`config.mk`:
```
export PLATFORM = sky130hd
export DESIGN_NAME = zports_top
export DESIGN_NICKNAME = d
export VERILOG_FILES = /design/src/design/zports_pkg.sv /design/src/design/zio_strobes.sv /design/src/design/port_decode.sv /design/src/design/xt_regs.sv /design/src/design/paging_ports.sv /design/src/design/rd_mux.sv /design/src/design/zports_top.sv
export VERILOG_INCLUDE_DIRS = /design/src /design/src/design
export SDC_FILE = /design/constraint.sdc
export NUM_CORES = 1
export LEC_CHECK = 0
export BUFFER_PORTS_ARGS = -buffer_cell sky130_fd_sc_hd__clkbuf_2
export CAP_MARGIN = 20
export CORE_MARGIN = 4
export CORE_UTILIZATION = 50
export CTS_CLUSTER_DIAMETER = 30
export CTS_CLUSTER_SIZE = 40
export DETAILED_ROUTE_END_ITERATION = 12
export GPL_TIMING_DRIVEN = 0
export PLACE_DENSITY = 0.85
export SLEW_MARGIN = 15
export SYNTH_ARGS = -nofsm -noshare
export SYNTH_HDL_FRONTEND = slang
export SYNTH_SLANG_ARGS = --single-unit
```
`constraint.sdc`:
```
create_clock -name zclk -period 4.9 [get_ports zclk]
set_input_delay 0.245 -clock zclk [delete_from_list [all_inputs] [get_ports zclk]]
set_output_delay 0.245 -clock zclk [all_outputs]
set_load 0.02 [all_outputs]
```
`src/design/zports_params.svh`:
```
////////////////////////////////////////////////////////////
// fixed port map of the spectrum I/O block, one byte each
// only the reset values that are not zero live here
////////////////////////////////////////////////////////////
`ifndef ZPORTS_PARAMS_SVH
`define ZPORTS_PARAMS_SVH

`default_nettype none

////////////////////////////////////////////////////////////
// low address byte of the kept ports
`define ZP_PORT_FE      8'hFE   // keyboard, tape in
`define ZP_PORT_FD      8'hFD   // 7FFD paging
`define ZP_PORT_F7      8'hF7   // EFF7 paging
`define ZP_PORT_XT      8'hAF   // extension registers, index in a[15:8]
`define ZP_PORT_BE      8'hBE   // config read-back

////////////////////////////////////////////////////////////
// extension register index, high address byte
`define ZP_XT_RAMPAGE   8'h10   // 10..13, one per 16k window
`define ZP_XT_SYSCONF   8'h20
`define ZP_XT_MEMCONF   8'h21
`define ZP_XT_IM2VECT   8'h25
`define ZP_XT_XTOVERR   8'h2A   // page override mask

// reset values
`define ZP_SYSCONF_RST  8'h02   // turbo on
`define ZP_IM2VECT_RST  8'hFF
`define ZP_RAMPAGE1_RST 8'h05
`define ZP_RAMPAGE2_RST 8'h02

// port BE read select, a[11:8]
`define ZP_BE_SEL_7FFD  4'hA
`define ZP_BE_SEL_EFF7  4'hB

`default_nettype wire

`endif

```
`src/design/zports_pkg.sv`:
```
////////////////////////////////////////////////////////////
// types shared by the port block; compile before the RTL
////////////////////////////////////////////////////////////
`default_nettype none

package zports_pkg;

	// which kept port the current address selects
	typedef enum logic [2:0]
	{
		PS_NONE = 3'd0,
		PS_FE   = 3'd1,
		PS_7FFD = 3'd2,
		PS_EFF7 = 3'd3,
		PS_XT   = 3'd4,
		PS_BE   = 3'd5
	} port_sel_e;

	// one decoded Z80 I/O access
	typedef struct packed
	{
		port_sel_e   sel;
		logic [7:0]  hoa;     // high address byte
		logic [7:0]  din;     // write data
		logic        wr_stb;  // one zclk wide
		logic        rd_stb;
		logic        blk;     // port hidden by shadow mode
		logic        spare;
	} io_req_t;

	// ram pages of the four 16k windows, entry 0 at the bottom
	typedef logic [3:0][7:0] xt_page_t;

	typedef struct packed
	{
		logic [7:0] sysconf;
		logic [7:0] memconf;
		logic [7:0] im2vect;
	} xt_cfg_t;

	// pentagon 1M paging state
	typedef struct packed
	{
		logic [5:0] pent1m_page;  // full page number
		logic       pent1m_rom;   // 7FFD bit 4
		logic       ram0_0;       // EFF7 bit 3
		logic       on1m;         // EFF7 bit 2 inverted
		logic [6:0] spare;
	} pent_map_t;

endpackage

`default_nettype wire

```
`src/design/zio_strobes.sv`:
```
////////////////////////////////////////////////////////////
// control inputs must already be synchronous to zclk
////////////////////////////////////////////////////////////
`timescale 1ns/1ns
`default_nettype none

module zio_strobes
(
	input  logic zclk,
	input  logic rst_n,
	input  logic iorq_n,
	input  logic rd_n,
	input  logic wr_n,
	output logic wr_stb,
	output logic rd_stb
);

	logic iowr;
	logic iord;
	logic iowr_q;   // last cycle level
	logic iord_q;

	assign iowr = !iorq_n && !wr_n;
	assign iord = !iorq_n && !rd_n;

	// rising edge of the bus cycle -> single strobe
	always_ff @(posedge zclk)
	begin
		if (!rst_n)
		begin
			iowr_q <= 1'b0;
			iord_q <= 1'b0;
			wr_stb <= 1'b0;
			rd_stb <= 1'b0;
		end
		else
		begin
			iowr_q <= iowr;
			iord_q <= iord;
			wr_stb <= iowr && !iowr_q;
			rd_stb <= iord && !iord_q;
		end
	end

	// a Z80 cycle is either a read or a write, never both
	a_one_dir: assert property (@(posedge zclk) disable iff (!rst_n)
		!(wr_stb && rd_stb));

endmodule

`default_nettype wire

```
`src/design/port_decode.sv`:
```
////////////////////////////////////////////////////////////
// fixed port map; shadow mode comes from dos only
////////////////////////////////////////////////////////////
`timescale 1ns/1ns
`include "zports_params.svh"
`default_nettype none

module port_decode
(
	input  logic [15:0]          a,
	input  logic [7:0]           din,
	input  logic                 dos,
	input  logic                 wr_stb,
	input  logic                 rd_stb,
	output zports_pkg::io_req_t  req,
	output logic                 porthit
);

	logic [7:0]             loa;
	zports_pkg::port_sel_e  sel;

	assign loa = a[7:0];

	always_comb
	begin
		sel = zports_pkg::PS_NONE;
		case (loa)
			`ZP_PORT_FE: sel = zports_pkg::PS_FE;
			`ZP_PORT_FD:
				if (!a[15])  // a[15] high is the AY, not ours
					sel = zports_pkg::PS_7FFD;
			`ZP_PORT_F7:
				if (a[8] && !a[12] && !dos)
					sel = zports_pkg::PS_EFF7;
			`ZP_PORT_XT: sel = zports_pkg::PS_XT;
			`ZP_PORT_BE: sel = zports_pkg::PS_BE;
			default:     sel = zports_pkg::PS_NONE;
		endcase
	end

	// external bus sees iorq only for ports nobody here answers
	assign porthit = (loa == `ZP_PORT_FE) ||
	                 (loa == `ZP_PORT_FD) ||
	                 (loa == `ZP_PORT_XT) ||
	                 (loa == `ZP_PORT_BE) ||
	                 ((loa == `ZP_PORT_F7) && !dos);

	assign req = '{
		sel:    sel,
		hoa:    a[15:8],
		din:    din,
		wr_stb: wr_stb,
		rd_stb: rd_stb,
		blk:    (loa == `ZP_PORT_F7) && dos,   // F7 hidden in shadow
		spare:  1'b0
	};

endmodule

`default_nettype wire

```
`src/design/xt_regs.sv`:
```
////////////////////////////////////////////////////////////
// extension registers behind nnAF, index in the high byte
// unknown indices are ignored on write
////////////////////////////////////////////////////////////
`timescale 1ns/1ns
`include "zports_params.svh"
`default_nettype none

module xt_regs
(
	input  logic                  zclk,
	input  logic                  rst_n,
	input  zports_pkg::io_req_t   req,
	input  logic                  seven_ffd_wr,
	output zports_pkg::xt_page_t  xt_page,
	output zports_pkg::xt_cfg_t   xt_cfg,
	output logic [3:0]            xt_override
);

	logic xt_wr;
	logic xt_stb;     // any access to nnAF
	logic page_wr;
	logic ovr_wr;

	assign xt_stb  = (req.wr_stb || req.rd_stb) && (req.sel == zports_pkg::PS_XT);
	assign xt_wr   = req.wr_stb && (req.sel == zports_pkg::PS_XT);
	assign page_wr = xt_wr && ((req.hoa & 8'hFC) == `ZP_XT_RAMPAGE);  // 10..13
	assign ovr_wr  = xt_wr && (req.hoa == `ZP_XT_XTOVERR);

	////////////////////////////////////////////////////////////
	// register file
	always_ff @(posedge zclk)
	begin
		if (!rst_n)
		begin
			xt_page <= {8'h00, `ZP_RAMPAGE2_RST, `ZP_RAMPAGE1_RST, 8'h00};
			xt_cfg  <= '{sysconf: `ZP_SYSCONF_RST, memconf: 8'h00,
			             im2vect: `ZP_IM2VECT_RST};
		end
		else if (xt_wr)
		begin
			if (page_wr)
				xt_page[req.hoa[1:0]] <= req.din;
			if (req.hoa == `ZP_XT_SYSCONF)
				xt_cfg.sysconf <= req.din;
			if (req.hoa == `ZP_XT_MEMCONF)
				xt_cfg.memconf <= req.din;
			if (req.hoa == `ZP_XT_IM2VECT)
				xt_cfg.im2vect <= req.din;
		end
	end

	////////////////////////////////////////////////////////////
	// override mask, decides xt page vs 7FFD for each window
	always_ff @(posedge zclk)
	begin
		if (!rst_n)
			xt_override <= 4'b0000;
		else if (ovr_wr)
			xt_override <= req.din[3:0];   // direct load wins
		else
		begin
			if (page_wr)
				xt_override[req.hoa[1:0]] <= 1'b1;
			if (seven_ffd_wr)
				xt_override[3] <= 1'b0;   // C000 window back to 7FFD
		end
	end

	// 7FFD write comes from the same req, so it cannot overlap nnAF
	a_no_overlap: assert property (@(posedge zclk) disable iff (!rst_n)
		!(xt_stb && seven_ffd_wr));

endmodule

`default_nettype wire

```
`src/design/paging_ports.sv`:
```
////////////////////////////////////////////////////////////
// pentagon 1M paging; only rstrom[0] picks the reset rom
////////////////////////////////////////////////////////////
`timescale 1ns/1ns
`default_nettype none

module paging_ports
(
	input  logic                   zclk,
	input  logic                   rst_n,
	input  logic [1:0]             rstrom,
	input  zports_pkg::io_req_t    req,
	output logic                   seven_ffd_wr,
	output zports_pkg::pent_map_t  pmap,
	output logic [7:0]             p7ffd,
	output logic [7:0]             peff7    // unmasked
);

	logic       block7ffd;   // 7FFD locked until reset
	logic       block1m;
	logic       eff7_wr;
	logic       rom_q;
	logic [5:0] page_q;

	assign block1m      = peff7[2];
	assign seven_ffd_wr = req.wr_stb && (req.sel == zports_pkg::PS_7FFD) && !block7ffd;
	assign eff7_wr      = req.wr_stb && (req.sel == zports_pkg::PS_EFF7);

	always_ff @(posedge zclk)
	begin
		if (!rst_n)
		begin
			p7ffd     <= 8'h00;
			peff7     <= 8'h00;
			block7ffd <= 1'b0;
			page_q    <= 6'd0;
			rom_q     <= rstrom[0];
		end
		else
		begin
			if (seven_ffd_wr)
			begin
				p7ffd     <= req.din;
				rom_q     <= req.din[4];
				block7ffd <= p7ffd[5] & block1m;
				// 128k mode keeps the upper page bits at zero
				page_q    <= {block1m ? 3'b000 : {req.din[5], req.din[7:6]}, req.din[2:0]};
			end
			if (eff7_wr)
				peff7 <= req.din;
		end
	end

	always_comb
	begin
		pmap.pent1m_page = page_q;
		pmap.pent1m_rom  = rom_q;
		pmap.ram0_0      = peff7[3];
		pmap.on1m        = !block1m;
		pmap.spare       = 7'd0;
	end

endmodule

`default_nettype wire

```
`src/design/rd_mux.sv`:
```
////////////////////////////////////////////////////////////
// read-back to the Z80; F7 is not driven back, reads FF
////////////////////////////////////////////////////////////
`timescale 1ns/1ns
`include "zports_params.svh"
`default_nettype none

module rd_mux
(
	input  logic [15:0]           a,
	input  logic                  iorq_n,
	input  logic                  rd_n,
	input  logic [4:0]            keys_in,
	input  logic                  tape_read,
	input  zports_pkg::xt_page_t  xt_page,
	input  logic [7:0]            p7ffd,
	input  logic [7:0]            peff7,
	output logic [7:0]            dout,
	output logic                  dataout
);

	logic hit;   // we own the data bus for this port

	always_comb
	begin
		dout = 8'hFF;
		hit  = 1'b0;
		case (a[7:0])
			`ZP_PORT_FE:
			begin
				hit  = 1'b1;
				dout = {1'b1, tape_read, 1'b0, keys_in};
			end
			`ZP_PORT_FD: hit = 1'b1;   // write only, reads FF
			`ZP_PORT_XT:
			begin
				hit = 1'b1;
				case (a[15:8])
					`ZP_XT_RAMPAGE + 8'd2: dout = xt_page[2];
					`ZP_XT_RAMPAGE + 8'd3: dout = xt_page[3];
					default:               dout = 8'hFF;
				endcase
			end
			`ZP_PORT_BE:
			begin
				hit = 1'b1;
				case (a[11:8])
					`ZP_BE_SEL_7FFD: dout = p7ffd;
					`ZP_BE_SEL_EFF7: dout = peff7;
					default:         dout = 8'hFF;
				endcase
			end
			default: hit = 1'b0;
		endcase
	end

	assign dataout = hit && !iorq_n && !rd_n;

endmodule

`default_nettype wire

```
`src/design/zports_top.sv`:
```
////////////////////////////////////////////////////////////
// Z80 port block, single zclk domain, no wait states
////////////////////////////////////////////////////////////
`timescale 1ns/1ns
`default_nettype none

module zports_top
(
	input  logic                   zclk,
	input  logic                   rst_n,
	input  logic [15:0]            a,
	input  logic [7:0]             din,
	input  logic                   iorq_n,
	input  logic                   rd_n,
	input  logic                   wr_n,
	input  logic                   dos,
	input  logic [1:0]             rstrom,
	input  logic [4:0]             keys_in,
	input  logic                   tape_read,
	output logic [7:0]             dout,
	output logic                   dataout,
	output logic                   porthit,
	output zports_pkg::xt_page_t   xt_page,
	output zports_pkg::xt_cfg_t    xt_cfg,
	output logic [3:0]             xt_override,
	output zports_pkg::pent_map_t  pmap,
	output logic [7:0]             peff7
);

	logic                 wr_stb;
	logic                 rd_stb;
	logic                 seven_ffd_wr;
	logic [7:0]           p7ffd;
	logic [7:0]           peff7_raw;
	zports_pkg::io_req_t  req;

	zio_strobes u_strobes (.zclk(zclk), .rst_n(rst_n), .iorq_n(iorq_n), .rd_n(rd_n),
		.wr_n(wr_n), .wr_stb(wr_stb), .rd_stb(rd_stb));

	port_decode u_decode (.a(a), .din(din), .dos(dos), .wr_stb(wr_stb), .rd_stb(rd_stb),
		.req(req), .porthit(porthit));

	xt_regs u_xt (.zclk(zclk), .rst_n(rst_n), .req(req), .seven_ffd_wr(seven_ffd_wr),
		.xt_page(xt_page), .xt_cfg(xt_cfg), .xt_override(xt_override));

	paging_ports u_paging (.zclk(zclk), .rst_n(rst_n), .rstrom(rstrom), .req(req),
		.seven_ffd_wr(seven_ffd_wr), .pmap(pmap), .p7ffd(p7ffd), .peff7(peff7_raw));

	rd_mux u_rd (.a(a), .iorq_n(iorq_n), .rd_n(rd_n), .keys_in(keys_in),
		.tape_read(tape_read), .xt_page(xt_page), .p7ffd(p7ffd), .peff7(peff7_raw),
		.dout(dout), .dataout(dataout));

	// 1M blocked: only bits 7,5,4,0 reach the rest of the machine
	assign peff7 = pmap.on1m ? peff7_raw
	                         : {peff7_raw[7], 1'b0, peff7_raw[5:4], 3'b000, peff7_raw[0]};

endmodule

`default_nettype wire

```
==> After elaboration in Yosys (flattened, before gate mapping) <==
Cells that the tools add are included.
{ "totals": {"reg_bits": 86, "output_inout_bits": 94, "word_cells": 90} }
{ "classes": {"n_lt_le_gt_ge": 2, "eq_ne": 18, "mux": 19, "bitwise_logic": 2, "n_reduce_logical": 33} }
{ "ops": {"columns": ["cell", "count"], "rows": [
  ["== test 8 bit, second input constant", 5],
  ["bitwise mux 32 bit", 1],
  ["== test 8 x 6 -> 1 bit, second input constant", 4],
  ["case mux 8 bit (2 select lines)", 2],
  ["case mux 8 bit (3 select lines)", 1],
  ["demux 8 bit (select 2 bit)", 1],
  ["== test 8 x 5 -> 1 bit, second input constant", 2],
  ["case mux 3 bit (5 select lines)", 1],
  ["logical AND 1 bit", 14],
  ["== test 4 bit, second input constant", 2],
  ["logical NOT 1 bit", 8],
  ["2-to-1 mux 4 bit", 2],
  ["2-to-1 mux 8 bit", 1],
  ["AND reduction 2 bit", 4],
  ["2-to-1 mux 7 bit", 1],
  ["== test 3 x 2 -> 1 bit, second input constant", 2],
  ["== test 6 x 3 -> 1 bit, second input constant", 1],
  ["2-to-1 mux 1 bit", 5],
  ["logical OR 1 bit", 4],
  ["2-to-1 mux 2 bit", 2],
  ["OR 4 bit", 1],
  ["OR reduction 4 bit", 1],
  ["== test 3 bit, second input constant", 1],
  ["< comparator 2 x 3 -> 1 bit, second input constant", 1],
  ["other kinds (7)", 7]
]} }

==> Logic depth before layout (Yosys ltp) <==
Gate-level depths: netlist of the first run.
{ "depth": {"ltp_word": 11, "ltp_mapped": 8, "mapped_depth_nobuf": 5} }

==> By module <==
From an unflattened synthesis of the first run, not the netlist that was laid out.
{ "hier_totals": {"hier_cells": 450, "hier_area_um2": 4115.2} }
{ "modules_own_cells": {"columns": ["module", "instances", "cells_each", "area_per_inst_um2", "seq_area_each_um2"], "rows": [
  ["xt_regs", 1, 226, 2269.7, 1201.2],
  ["paging_ports", 1, 100, 914.6, 430.4],
  ["rd_mux", 1, 74, 509.2, 0.0],
  ["port_decode", 1, 38, 271.5, 0.0],
  ["zio_strobes", 1, 8, 125.1, 80.1],
  ["zports_top", 1, 4, 25.0, 0.0]
]} }

==> Worst setup path after synthesis of the first run <==
OpenSTA, ideal clock, no wires.
{ "synth_path": {"kind": "input to register", "startpoint": "in a[0]", "endpoint": "reg u_xt.xt_page[17] in the netlist's numbering", "setup_ns": 0.121, "t_arrival_ns": 2.072, "slack_ns": 2.707, "cell_stages": 8, "path_cell_list": "buf_2 -> xnor2_1 -> or4_4 -> or3_1 -> buf_2 -> or3_1 -> buf_6 -> mux2i_1"} }
{ "synth_via": {"elab_chain_cells": 6, "word_cells_on_any_way": 10, "classes_between": "eq/ne (6); mux (1); reduce/logical (3)"} }
{ "synth_rtl": {"columns": ["element", "line", "rtl"], "rows": [
  ["start, declared", "zports_top.sv:11", "input logic [15:0] a,"],
  ["== test 8 bit", "port_decode.sv:27", "case (loa)"],
  ["case mux 3 bit (5 select lines) *", "port_decode.sv:27", null],
  ["== test 3 bit *", null, null],
  ["logical AND 1 bit *", "xt_regs.sv:26", "assign xt_wr = req.wr_stb && (req.sel == zports_pkg::PS_XT);"],
  ["logical AND 1 bit", "xt_regs.sv:27", "assign page_wr = xt_wr && ((req.hoa & 8'hFC) == `ZP_XT_RAMPAGE);"],
  ["AND reduction 2 bit (no line) *", null, null],
  ["end signal, assigned", "xt_regs.sv:36", "xt_page <= {8'h00, `ZP_RAMPAGE2_RST, `ZP_RAMPAGE1_RST, 8'h00};"],
  ["end signal, assigned by index", "xt_regs.sv:43", "xt_page[req.hoa[1:0]] <= req.din;"],
  ["end, declared", "xt_regs.sv:15", "output zports_pkg::xt_page_t xt_page,"]
]} }
Every way passes the cells marked *; elsewhere a longest branch is shown, timed or not.
A chain may end at the register's enable or synchronous reset.

==> Final worst setup path of the first run <==
{ "layout_path": {"startpoint": "in a[1]", "endpoint": "out dout[3]"} }
{ "layout_via": {"elab_chain_cells": 2, "word_cells_on_any_way": 4, "classes_between": "eq/ne (3); mux (1)"} }
{ "layout_rtl": {"columns": ["element", "line", "rtl"], "rows": [
  ["== test 8 bit", "rd_mux.sv:28", "case (a[7:0])"],
  ["case mux 8 bit (3 select lines) *", "rd_mux.sv:28", null],
  ["end, declared", "zports_top.sv:20", "output logic [7:0] dout,"]
]} }
Marks and branches as above.

==> results of run 1 <==
sequential cells by signal, indices dropped and copies added (netlist names):
name	count
u_paging.block7ffd	1
u_xt.xt_cfg	24
u_paging.rom_q	1
u_strobes.wr_stb	1
u_paging.page_q	6
u_strobes.iowr_q	1
u_xt.xt_page	32
u_paging.p7ffd	5
u_paging.peff7	8
u_xt.xt_override	4
Yosys cell counts:
cell                       count  area [µm²]
sky130_fd_sc_hd__a211o_1       2        17.5
sky130_fd_sc_hd__a211oi_1      2        15.0
sky130_fd_sc_hd__a21boi_0      3        22.5
sky130_fd_sc_hd__a21oi_1       7        35.0
sky130_fd_sc_hd__a31oi_1       1        6.26
sky130_fd_sc_hd__buf_1         1        3.75
sky130_fd_sc_hd__buf_2         4        20.0
sky130_fd_sc_hd__buf_4        17         128
sky130_fd_sc_hd__buf_6         1        11.3
sky130_fd_sc_hd__clkbuf_1     19        71.3
sky130_fd_sc_hd__conb_1        1        3.75
sky130_fd_sc_hd__dfxtp_1      82        1640
sky130_fd_sc_hd__edfxtp_1      1        30.0
sky130_fd_sc_hd__inv_1         5        18.8
sky130_fd_sc_hd__mux2_2       14         158
sky130_fd_sc_hd__mux2i_1      65         651
sky130_fd_sc_hd__nand2_1      60         225
sky130_fd_sc_hd__nand3_1      18        90.1
sky130_fd_sc_hd__nand3b_1      4        30.0
sky130_fd_sc_hd__nand4_1       3        18.8
sky130_fd_sc_hd__nor2_1       11        41.3
sky130_fd_sc_hd__nor2_2        1        6.26
sky130_fd_sc_hd__nor2b_1      39         244
sky130_fd_sc_hd__nor3_1        3        15.0
sky130_fd_sc_hd__nor3_4        1        16.3
sky130_fd_sc_hd__nor3b_1       2        15.0
sky130_fd_sc_hd__nor4_1        4        25.0
sky130_fd_sc_hd__nor4b_1       3        26.3
sky130_fd_sc_hd__nor4b_2       1        15.0
sky130_fd_sc_hd__nor4bb_1      1        10.0
sky130_fd_sc_hd__o21a_1        1        7.51
sky130_fd_sc_hd__o21ai_0      32         160
sky130_fd_sc_hd__o221ai_2      1        15.0
sky130_fd_sc_hd__o31ai_1       3        22.5
sky130_fd_sc_hd__or2_2         1        6.26
sky130_fd_sc_hd__or3_1         6        37.5
sky130_fd_sc_hd__or3b_2        3        26.3
sky130_fd_sc_hd__or4_4         1        11.3
sky130_fd_sc_hd__or4b_2        1        10.0
sky130_fd_sc_hd__xnor2_1       2        17.5
stage by stage:
stage	utilization [%]	hold WS (ns)
CTS	63.0	0.0583
detailed placement	60.7	0.380
global placement	60.7	0.375
global route	63.1	0.0749
finish	63.1	0.0548
floorplan	-	0.328
cells by family after synthesis:
| group | count (synthesis) |
|---|---|
| buffers and inverters | 47 |
| xor gates and xnor gates | 2 |
| muxes | 79 |
| AOI/OAI and AO/OA | 52 |
| other | 1 |
| and+or+nand+nor | 163 |
| DFF | 83 |
critical path: cells and delay by family:
family,cells,cell delay [ns]
simple gates,3,1.30
buf+inv,2,0.33
compound gates,1,0.25
power by group through the flow:
stage	combinational (mW)	sequential (mW)	clock, mW
2_1_floorplan	0.0509	0.693	0
3_3_place_gp	0.0869	0.693	0
3_5_place_dp	0.0894	0.693	0
4_1_cts	0.0895	0.677	0.446
5_1_grt	0.0981	0.677	0.479
6_report	0.0909	0.677	0.440
path summary, 6_finish.rpt:
kind,end,slack [ns],cells past startpoint
worst max register to register,u_xt.xt_page[7]$_SDFFE_PN0P_,2.64,6
worst min register to register,u_strobes.wr_stb$_SDFF_PN0_,0.39,1
worst max-delay path,dout[3],2.53,6
worst min-delay path,u_strobes.iowr_q$_SDFF_PN0_,0.05,2
layout by cell type (no fill, tap or decap), types with 14 or more instances in the layout:
master                     synthesis  routed
sky130_fd_sc_hd__mux2i_1          65      65
sky130_fd_sc_hd__mux2_2           14      14
sky130_fd_sc_hd__nand3_1          18      18
sky130_fd_sc_hd__nand2_1          60      60
sky130_fd_sc_hd__clkbuf_2          0     118
sky130_fd_sc_hd__nor2b_1          39      39
sky130_fd_sc_hd__buf_4            17      17
sky130_fd_sc_hd__dfxtp_1          82      82
sky130_fd_sc_hd__o21ai_0          32      32
sky130_fd_sc_hd__clkbuf_1         19      19
layout make-up:
class / instances / area [µm²]
Multi-Input combinational cell: 304 / 2030
Clock inverter: 7 / 52.6
Clock buffer: 9 / 124
Inverter: 5 / 18.8
Tap cell: 102 / 128
Sequential cell: 83 / 1670
Timing Repair Buffer: 119 / 596
Buffer: 42 / 234
Fill cell: 675 / 2840
routing by layer:
metal  track usage (%)  up-vias  wire, µm
li1                  -     1725         -
met1              29.1     1700      4610
met2              40.1      169      5300
met3              7.93       17      1100
met4              6.80        0       161
met5                 0        -         0
==> results list, run 1 <==
- The flow ran to the end, and the final reports show no timing, DRC or antenna violations.
* Slew at the pin with the worst max-slew slack: 1.09 ns
- The share of total power dissipated in sequential elements is 56.0%.
- Placed insts: 654
* Switching power total: 0.313 mW
- The startpoint identified for the worst register-to-register timing path is u_strobes.wr_stb$_SDFF_PN0_.
- Inserted Clock Buffers: 9
* Share of layout cells above drive strength 1: 31.8%
- For this run, the top clock speed supported by timing is 422 MHz.
- Setup TNS: 0 ns
* Headroom to the max-slew limit: 26.6%
* Area fraction in compound gates after synthesis: 7.68%
* Leak Pwr: 2.26 nW
- Post-route clock period utilization: 48.4%
- Adder and majority gate portion of the synthesized area: 0%
- For this design, the slowest cell found on the critical path is sky130_fd_sc_hd__nor4_1.
* Worst Setup Start Kind: input pin
* Final non-filler cell total: 671
- In this run, synthesis produced a sequential element count of 83.
- After floorplanning, the core was divided into 32 placement rows.
- Tracing the worst setup path back leads to its startpoint at a[1].
* Wire length of the first global-routing pass: 18.2 mm
- Number of buffers between clock root and the deepest sink: 2
- Setup repair after global routing missed its margin: no
- Depth of the CTS H-tree: 3
- Required time of the critical path: 4.66 ns
* Final HPWL from detailed placement: 8.47 mm
- Die boundary width: 96.6 µm
* Avg Vias per Cell: 5.38
* Overall power consumption: 1.21 mW
* Fraction of synthesized cell area in xor and xnor cells: 0.446%
- Overall die area: 9330 µm²
- Counting every instance in the synthesized netlist gives 427.
- Pin placement for this block handled 132 I/O pins.
* Simple-Gate Fraction of Synth Area: 22.2%
- Initial drt markers: 220
- Buffers placed on the I/O ports in this run total 118.
- After synthesis, the largest family of logic cells by area is simple AND/OR/NAND/NOR gates.
- The final route contains 3611 vias.
- The finished cells cover 4850 µm².
- OpenSTA, run right after detailed placement, puts the worst setup slack at 2.25 ns.
* Maximum clock skew at final layout: 0.00861 ns
* Starting density of the core: 51.1%
* Total number of yosys warnings: 0
- Synth Cell Area: 3930 µm²
- Antenna violations before repair: 0
- The startpoint identified for the worst hold timing path is wr_n.
* Final ANT Viol Nets: 0
- TritonCTS built the clock tree.
* Mux contribution to synthesized area: 20.6%
- Die Y: 96.6 µm
* Category of the worst setup path capture point: primary output
* Routability Congestion: 0.881
* Area of placed instances: 4670 µm²
- Clock-pin slew on the worst setup and hold paths: 0.08 ns
- CTS hold repair buffers: 0
- In this run the worst hold path is classified as in2reg.
- After detailed routing, the total wire length is 11.2 mm.
- At the later pin of the worst-skew pair, clock insertion delay measures 0.36 ns.
- Comb power frac: 7.5%
* CTS resizes: 0
- First-pass detailed-route iteration total: 5
- The clock net in this run drives a total of 83 sinks.
- Share of the yosys chip area belonging to registers: 42.6%
* Number of nets in the final layout: 602
* Post-synthesis average cell area: 9.19 µm²
- Vias in the first global route: 3668
* PD cells: 249 nW/µm²
* CP max FO: 8
- Summed over all layers, the global routing overflow is 0.
* Final critical-path setup slack: 2.53 ns
* # diodes: 0
- The number of pins with negative max-slew slack in the final report is 0.
* Routed WL per cell: 16.7 µm
* Setup repair bufs after CTS: 0
- Setup violations remaining at the end of the flow were counted as 0.
* Layout overhead on the synthesized area: 23.6%
- Switching power as a share of total power: 25.9%
- Core region area: 7690 µm²
* Min Clock Period, post-route: 2.37 ns
- Total of max-cap violations: 0
- The internal power of the cells totals 0.895 mW.
* CP cell instances: clkbuf_2 -> nand3_1 -> nor4_1 -> o21ai_0 -> nand3_1 -> clkbuf_2
- Type of the worst setup path: in2out
* Part of the total power dissipated in the clock network: 36.5%
- Remaining design rule violation count: 0
* Total track usage: 23.8%
- The synthesized netlist contains 40 unique library cells.
* Number of hold-slack violations in the final timing report: 0
* Pin count of the biggest net entering global routing: 16
* Delay of the slowest critical-path stage: 0.93 ns
* Library cell used as clock root buffer: sky130_fd_sc_hd__clkbuf_8
* Worst vdd rail ir drop: 0.199 mV
* Data arrival time of the worst path: 2.13 ns
No activity file was read; power rests on OpenSTA's default activity.
==> run 2, diff against run 1 <==
clock period = 2.3 ns   (was 4.9 ns; I/O delays follow)
==> results list, run 2 (synthesis gave the netlist of run 1 again) <==
- The part of the power in registers came to 56.0% (about the same).
- Part of the total power dissipated in the clock network: 36.4% (about the same)
- The number of hold violations in the final report came to 0 (unchanged).
- Setup repair bufs after CTS: 0 (unchanged)
* Clock tree from TritonCTS: yes
- Total track usage: 23.9% (+0.046 points)
- Depth of the CTS H-tree: 3 (unchanged)
- Overall die area: 9330 µm² (unchanged)
- Number of cells on the worst reg-to-reg path: 6 (unchanged)
* Setup repair after global routing missed its margin: no
- Switching power as a share of total power: 25.9% (about the same)
- The die span in y is 96.6 µm (unchanged).
- The pin count of the biggest net entering global routing came to 16 (unchanged).
- First-pass detailed-route iteration total: 4 (-1)
- Slew at the pin with the worst max-slew slack: 1.07 ns (-0.0168 ns)
- The worst voltage drop across the vdd grid was 0.423 mV (+110%).
- STA classifies the critical path endpoint as a register.
* Total of max-cap violations: 0 (unchanged)
- In the final layout, the registers with the most flip-flops are u_xt.xt_page: 32 flops, u_xt.xt_cfg: 24 flops, u_paging.peff7: 8 flops.
- Min Clock Period, post-route: 2.22 ns
- Starting density of the core: 51.1% (unchanged)
- The proportion of power drawn by combinational gates is 7.6% (about the same).
- From synthesis to final layout, the design area changed by 24.4%.
* Clk_lat worst skew: 0.36 ns (about the same)
* Routability Congestion: 0.881 (unchanged)
* Die boundary width: 96.6 µm (unchanged)
- CP max FO: 8 (unchanged)
* Critical register-to-register path endpoint: u_xt.xt_page[28]$_SDFFE_PN0P_
- The total power divided by cell area came to 528 nW/µm² (+110%).
* Number of buffers between clock root and the deepest sink: 2 (unchanged)
- Hold Path End: u_strobes.wr_stb$_SDFF_PN0_
- Share of layout cells above drive strength 1: 31.9% (+0.064 points)
- The summed negative setup slack over all endpoints was 0 ns (unchanged).
- The TritonCTS buffer count came to 9 (unchanged).
- The number of clock sinks was 83 (unchanged).
* Total count of max-transition violations in the final report: 0 (unchanged)
- Post-route clock period utilization: 96.4%
- Flop-to-flop setup slack: 0.08 ns (-2.56 ns)
- Setup Viol. Count Final: 0 (unchanged)
* Switching power total: 0.667 mW (+110%)
- The static leakage came to 2.27 nW (+0.44%).
* Hold Path Depth: 3 (+1)
- The CTS clock-pin slew for the worst setup and hold paths was 0.09 ns (about the same).
- Max FFs per register: 32 (unchanged)
* Most common library cell in the layout ignoring fill and taps: sky130_fd_sc_hd__clkbuf_2
* Required time of the critical path: 2.59 ns (-2.07 ns)
- Reg-to-reg startpoint: u_strobes.wr_stb$_SDFF_PN0_
* Total via count after detailed routing: 3628 (+0.47%)
- The count of antenna diodes in the layout was 0 (unchanged).
- Post-layout instance area: 4880 µm² (+0.64%)
- The average vias per placed instance is 5.39 (+0.17%).
- Data arrival time of the worst path: 2.51 ns (+0.38 ns)
- Hold/Removal Path Class: in2reg
- Initial drt markers: 258 (+17%)
* Maximum clock skew at final layout: 0.00802 ns (-0.000588 ns)
- Routed WL per cell: 16.7 µm (+0.17%)
- Final global-route overflow total: 0 (unchanged)
* Fmax: 451 MHz
- The setup path with the least slack is of type reg2reg.
* Port-buffer cells: 118 (unchanged)
* Wire length of the first global-routing pass: 18.3 mm (+0.12%)
- Register name with the most flops: u_xt.xt_page
- The aggregate routed wire length came to 11.2 mm (+0.47%).
- The core box area was 7690 µm² (unchanged).
* Final ANT Viol Nets: 0 (unchanged)
* Vias in the first global route: 3668 (unchanged)
- Remaining design rule violation count: 0 (unchanged)
- The worst setup path is launched from a register.
* Startpoint of the most critical hold path: iorq_n
- Number of nets in the final layout: 604 (+0.33%)
- In this run the clock root is driven by a sky130_fd_sc_hd__clkbuf_8.
* Area of placed instances: 4670 µm² (unchanged)
* Final HPWL from detailed placement: 8.47 mm (unchanged)
- Number of top-level design ports: 132 (unchanged)
- Status: completed
* Internal power contribution: 1.91 mW (+110%)
- Antenna violations before repair: 0 (unchanged)
* Headroom to the max-slew limit: 27.7% (+1.1 points)
- Site Rows: 32 (unchanged)
* Top library cells by usage in the layout, fill and taps aside: sky130_fd_sc_hd__clkbuf_2 (119), sky130_fd_sc_hd__dfxtp_1 (82), sky130_fd_sc_hd__mux2i_1 (65), sky130_fd_sc_hd__nand2_1 (60), sky130_fd_sc_hd__nor2b_1 (39)
[run 2: cell types whose count changed in the layout (fill, tap and decap cells not counted)]
cell,delta
sky130_fd_sc_hd__nor4_1,-1
sky130_fd_sc_hd__dlygate4sd3_1,+2
sky130_fd_sc_hd__nor2_2,-1
sky130_fd_sc_hd__nor4_2,+1
sky130_fd_sc_hd__nor2_4,+1
sky130_fd_sc_hd__buf_2,-1
sky130_fd_sc_hd__clkbuf_2,+1
[run 2: final cells by class]
cell class,count,area [µm²]
Timing Repair Buffer,121,616
Buffer,42,234
Sequential cell,83,1670
Inverter,5,18.8
Clock buffer,9,124
Tap cell,102,128
Multi-Input combinational cell,304,2040
Clock inverter,7,52.6
Fill cell,674,2810
[run 2: per-layer routing]
layer  global-route usage [%]  share of wire [%]
met1                     29.2                 40
met2                     40.1                 47
met3                     7.93                 11
met4                     6.80                1.5
met5                        0                  0
[run 2: stage by stage]
stage | utilization, % | power, mW | instances | worst slack, ns | hold slack (ns)
6_report | 63.5 | 2.58 | 673 | 0.0833 | 0.0635
5_1_grt | 63.5 | 2.67 | 673 | 0.0109 | 0.0746
4_1_cts | 63.4 | 2.59 | 672 | 0.0508 | 0.0625
3_5_place_dp | 60.7 | 1.67 | 654 | -0.219 | 0.301
3_3_place_gp | 60.7 | 1.66 | 654 | -0.132 | 0.300
2_1_floorplan | - | 1.58 | 434 | 0.237 | 0.198
[run 2: power by group through the flow]
stage                     logic (mW)  clock network, mW  registers, mW
after global placement         0.185                  0           1.48
final                          0.197              0.938           1.44
after CTS                      0.193              0.951           1.44
after floorplan                0.108                  0           1.48
after global routing           0.212               1.02           1.44
after detailed placement       0.190                  0           1.48
[run 2: what timing repair did]
action	CTS	global route
hold buffers	2	0
resized for setup	1	1
pin swaps	0	1
setup endpoints to repair	7	9
hold endpoints to repair	1	0
[run 2: worst max-delay path by stage]
stage / start / slack [ns] / depth (start not counted) / end
floorplan: a[0] / 0.24 / 8 / u_xt.xt_page[17]$_SDFFE_PN1P_
global route: u_strobes.wr_stb$_SDFF_PN0_ / 0.01 / 6 / u_xt.xt_page[28]$_SDFFE_PN0P_
CTS: u_strobes.wr_stb$_SDFF_PN0_ / 0.05 / 6 / u_xt.xt_page[1]$_SDFFE_PN0P_
global placement: a[1] / -0.13 / 7 / u_xt.xt_page[13]$_SDFFE_PN0P_
detailed placement: a[1] / -0.22 / 7 / u_xt.xt_page[15]$_SDFFE_PN0P_
finish: u_strobes.wr_stb$_SDFF_PN0_ / 0.08 / 6 / u_xt.xt_page[28]$_SDFFE_PN0P_
[run 2: worst max-delay path, stage by stage, from the launching register on]
cell	delay, ns
sky130_fd_sc_hd__dfxtp_1	0.32
sky130_fd_sc_hd__inv_1	0.06
sky130_fd_sc_hd__or4_4	0.56
sky130_fd_sc_hd__or3_1	0.32
sky130_fd_sc_hd__buf_2	0.18
sky130_fd_sc_hd__nor3_4	0.46
sky130_fd_sc_hd__mux2i_1	0.26
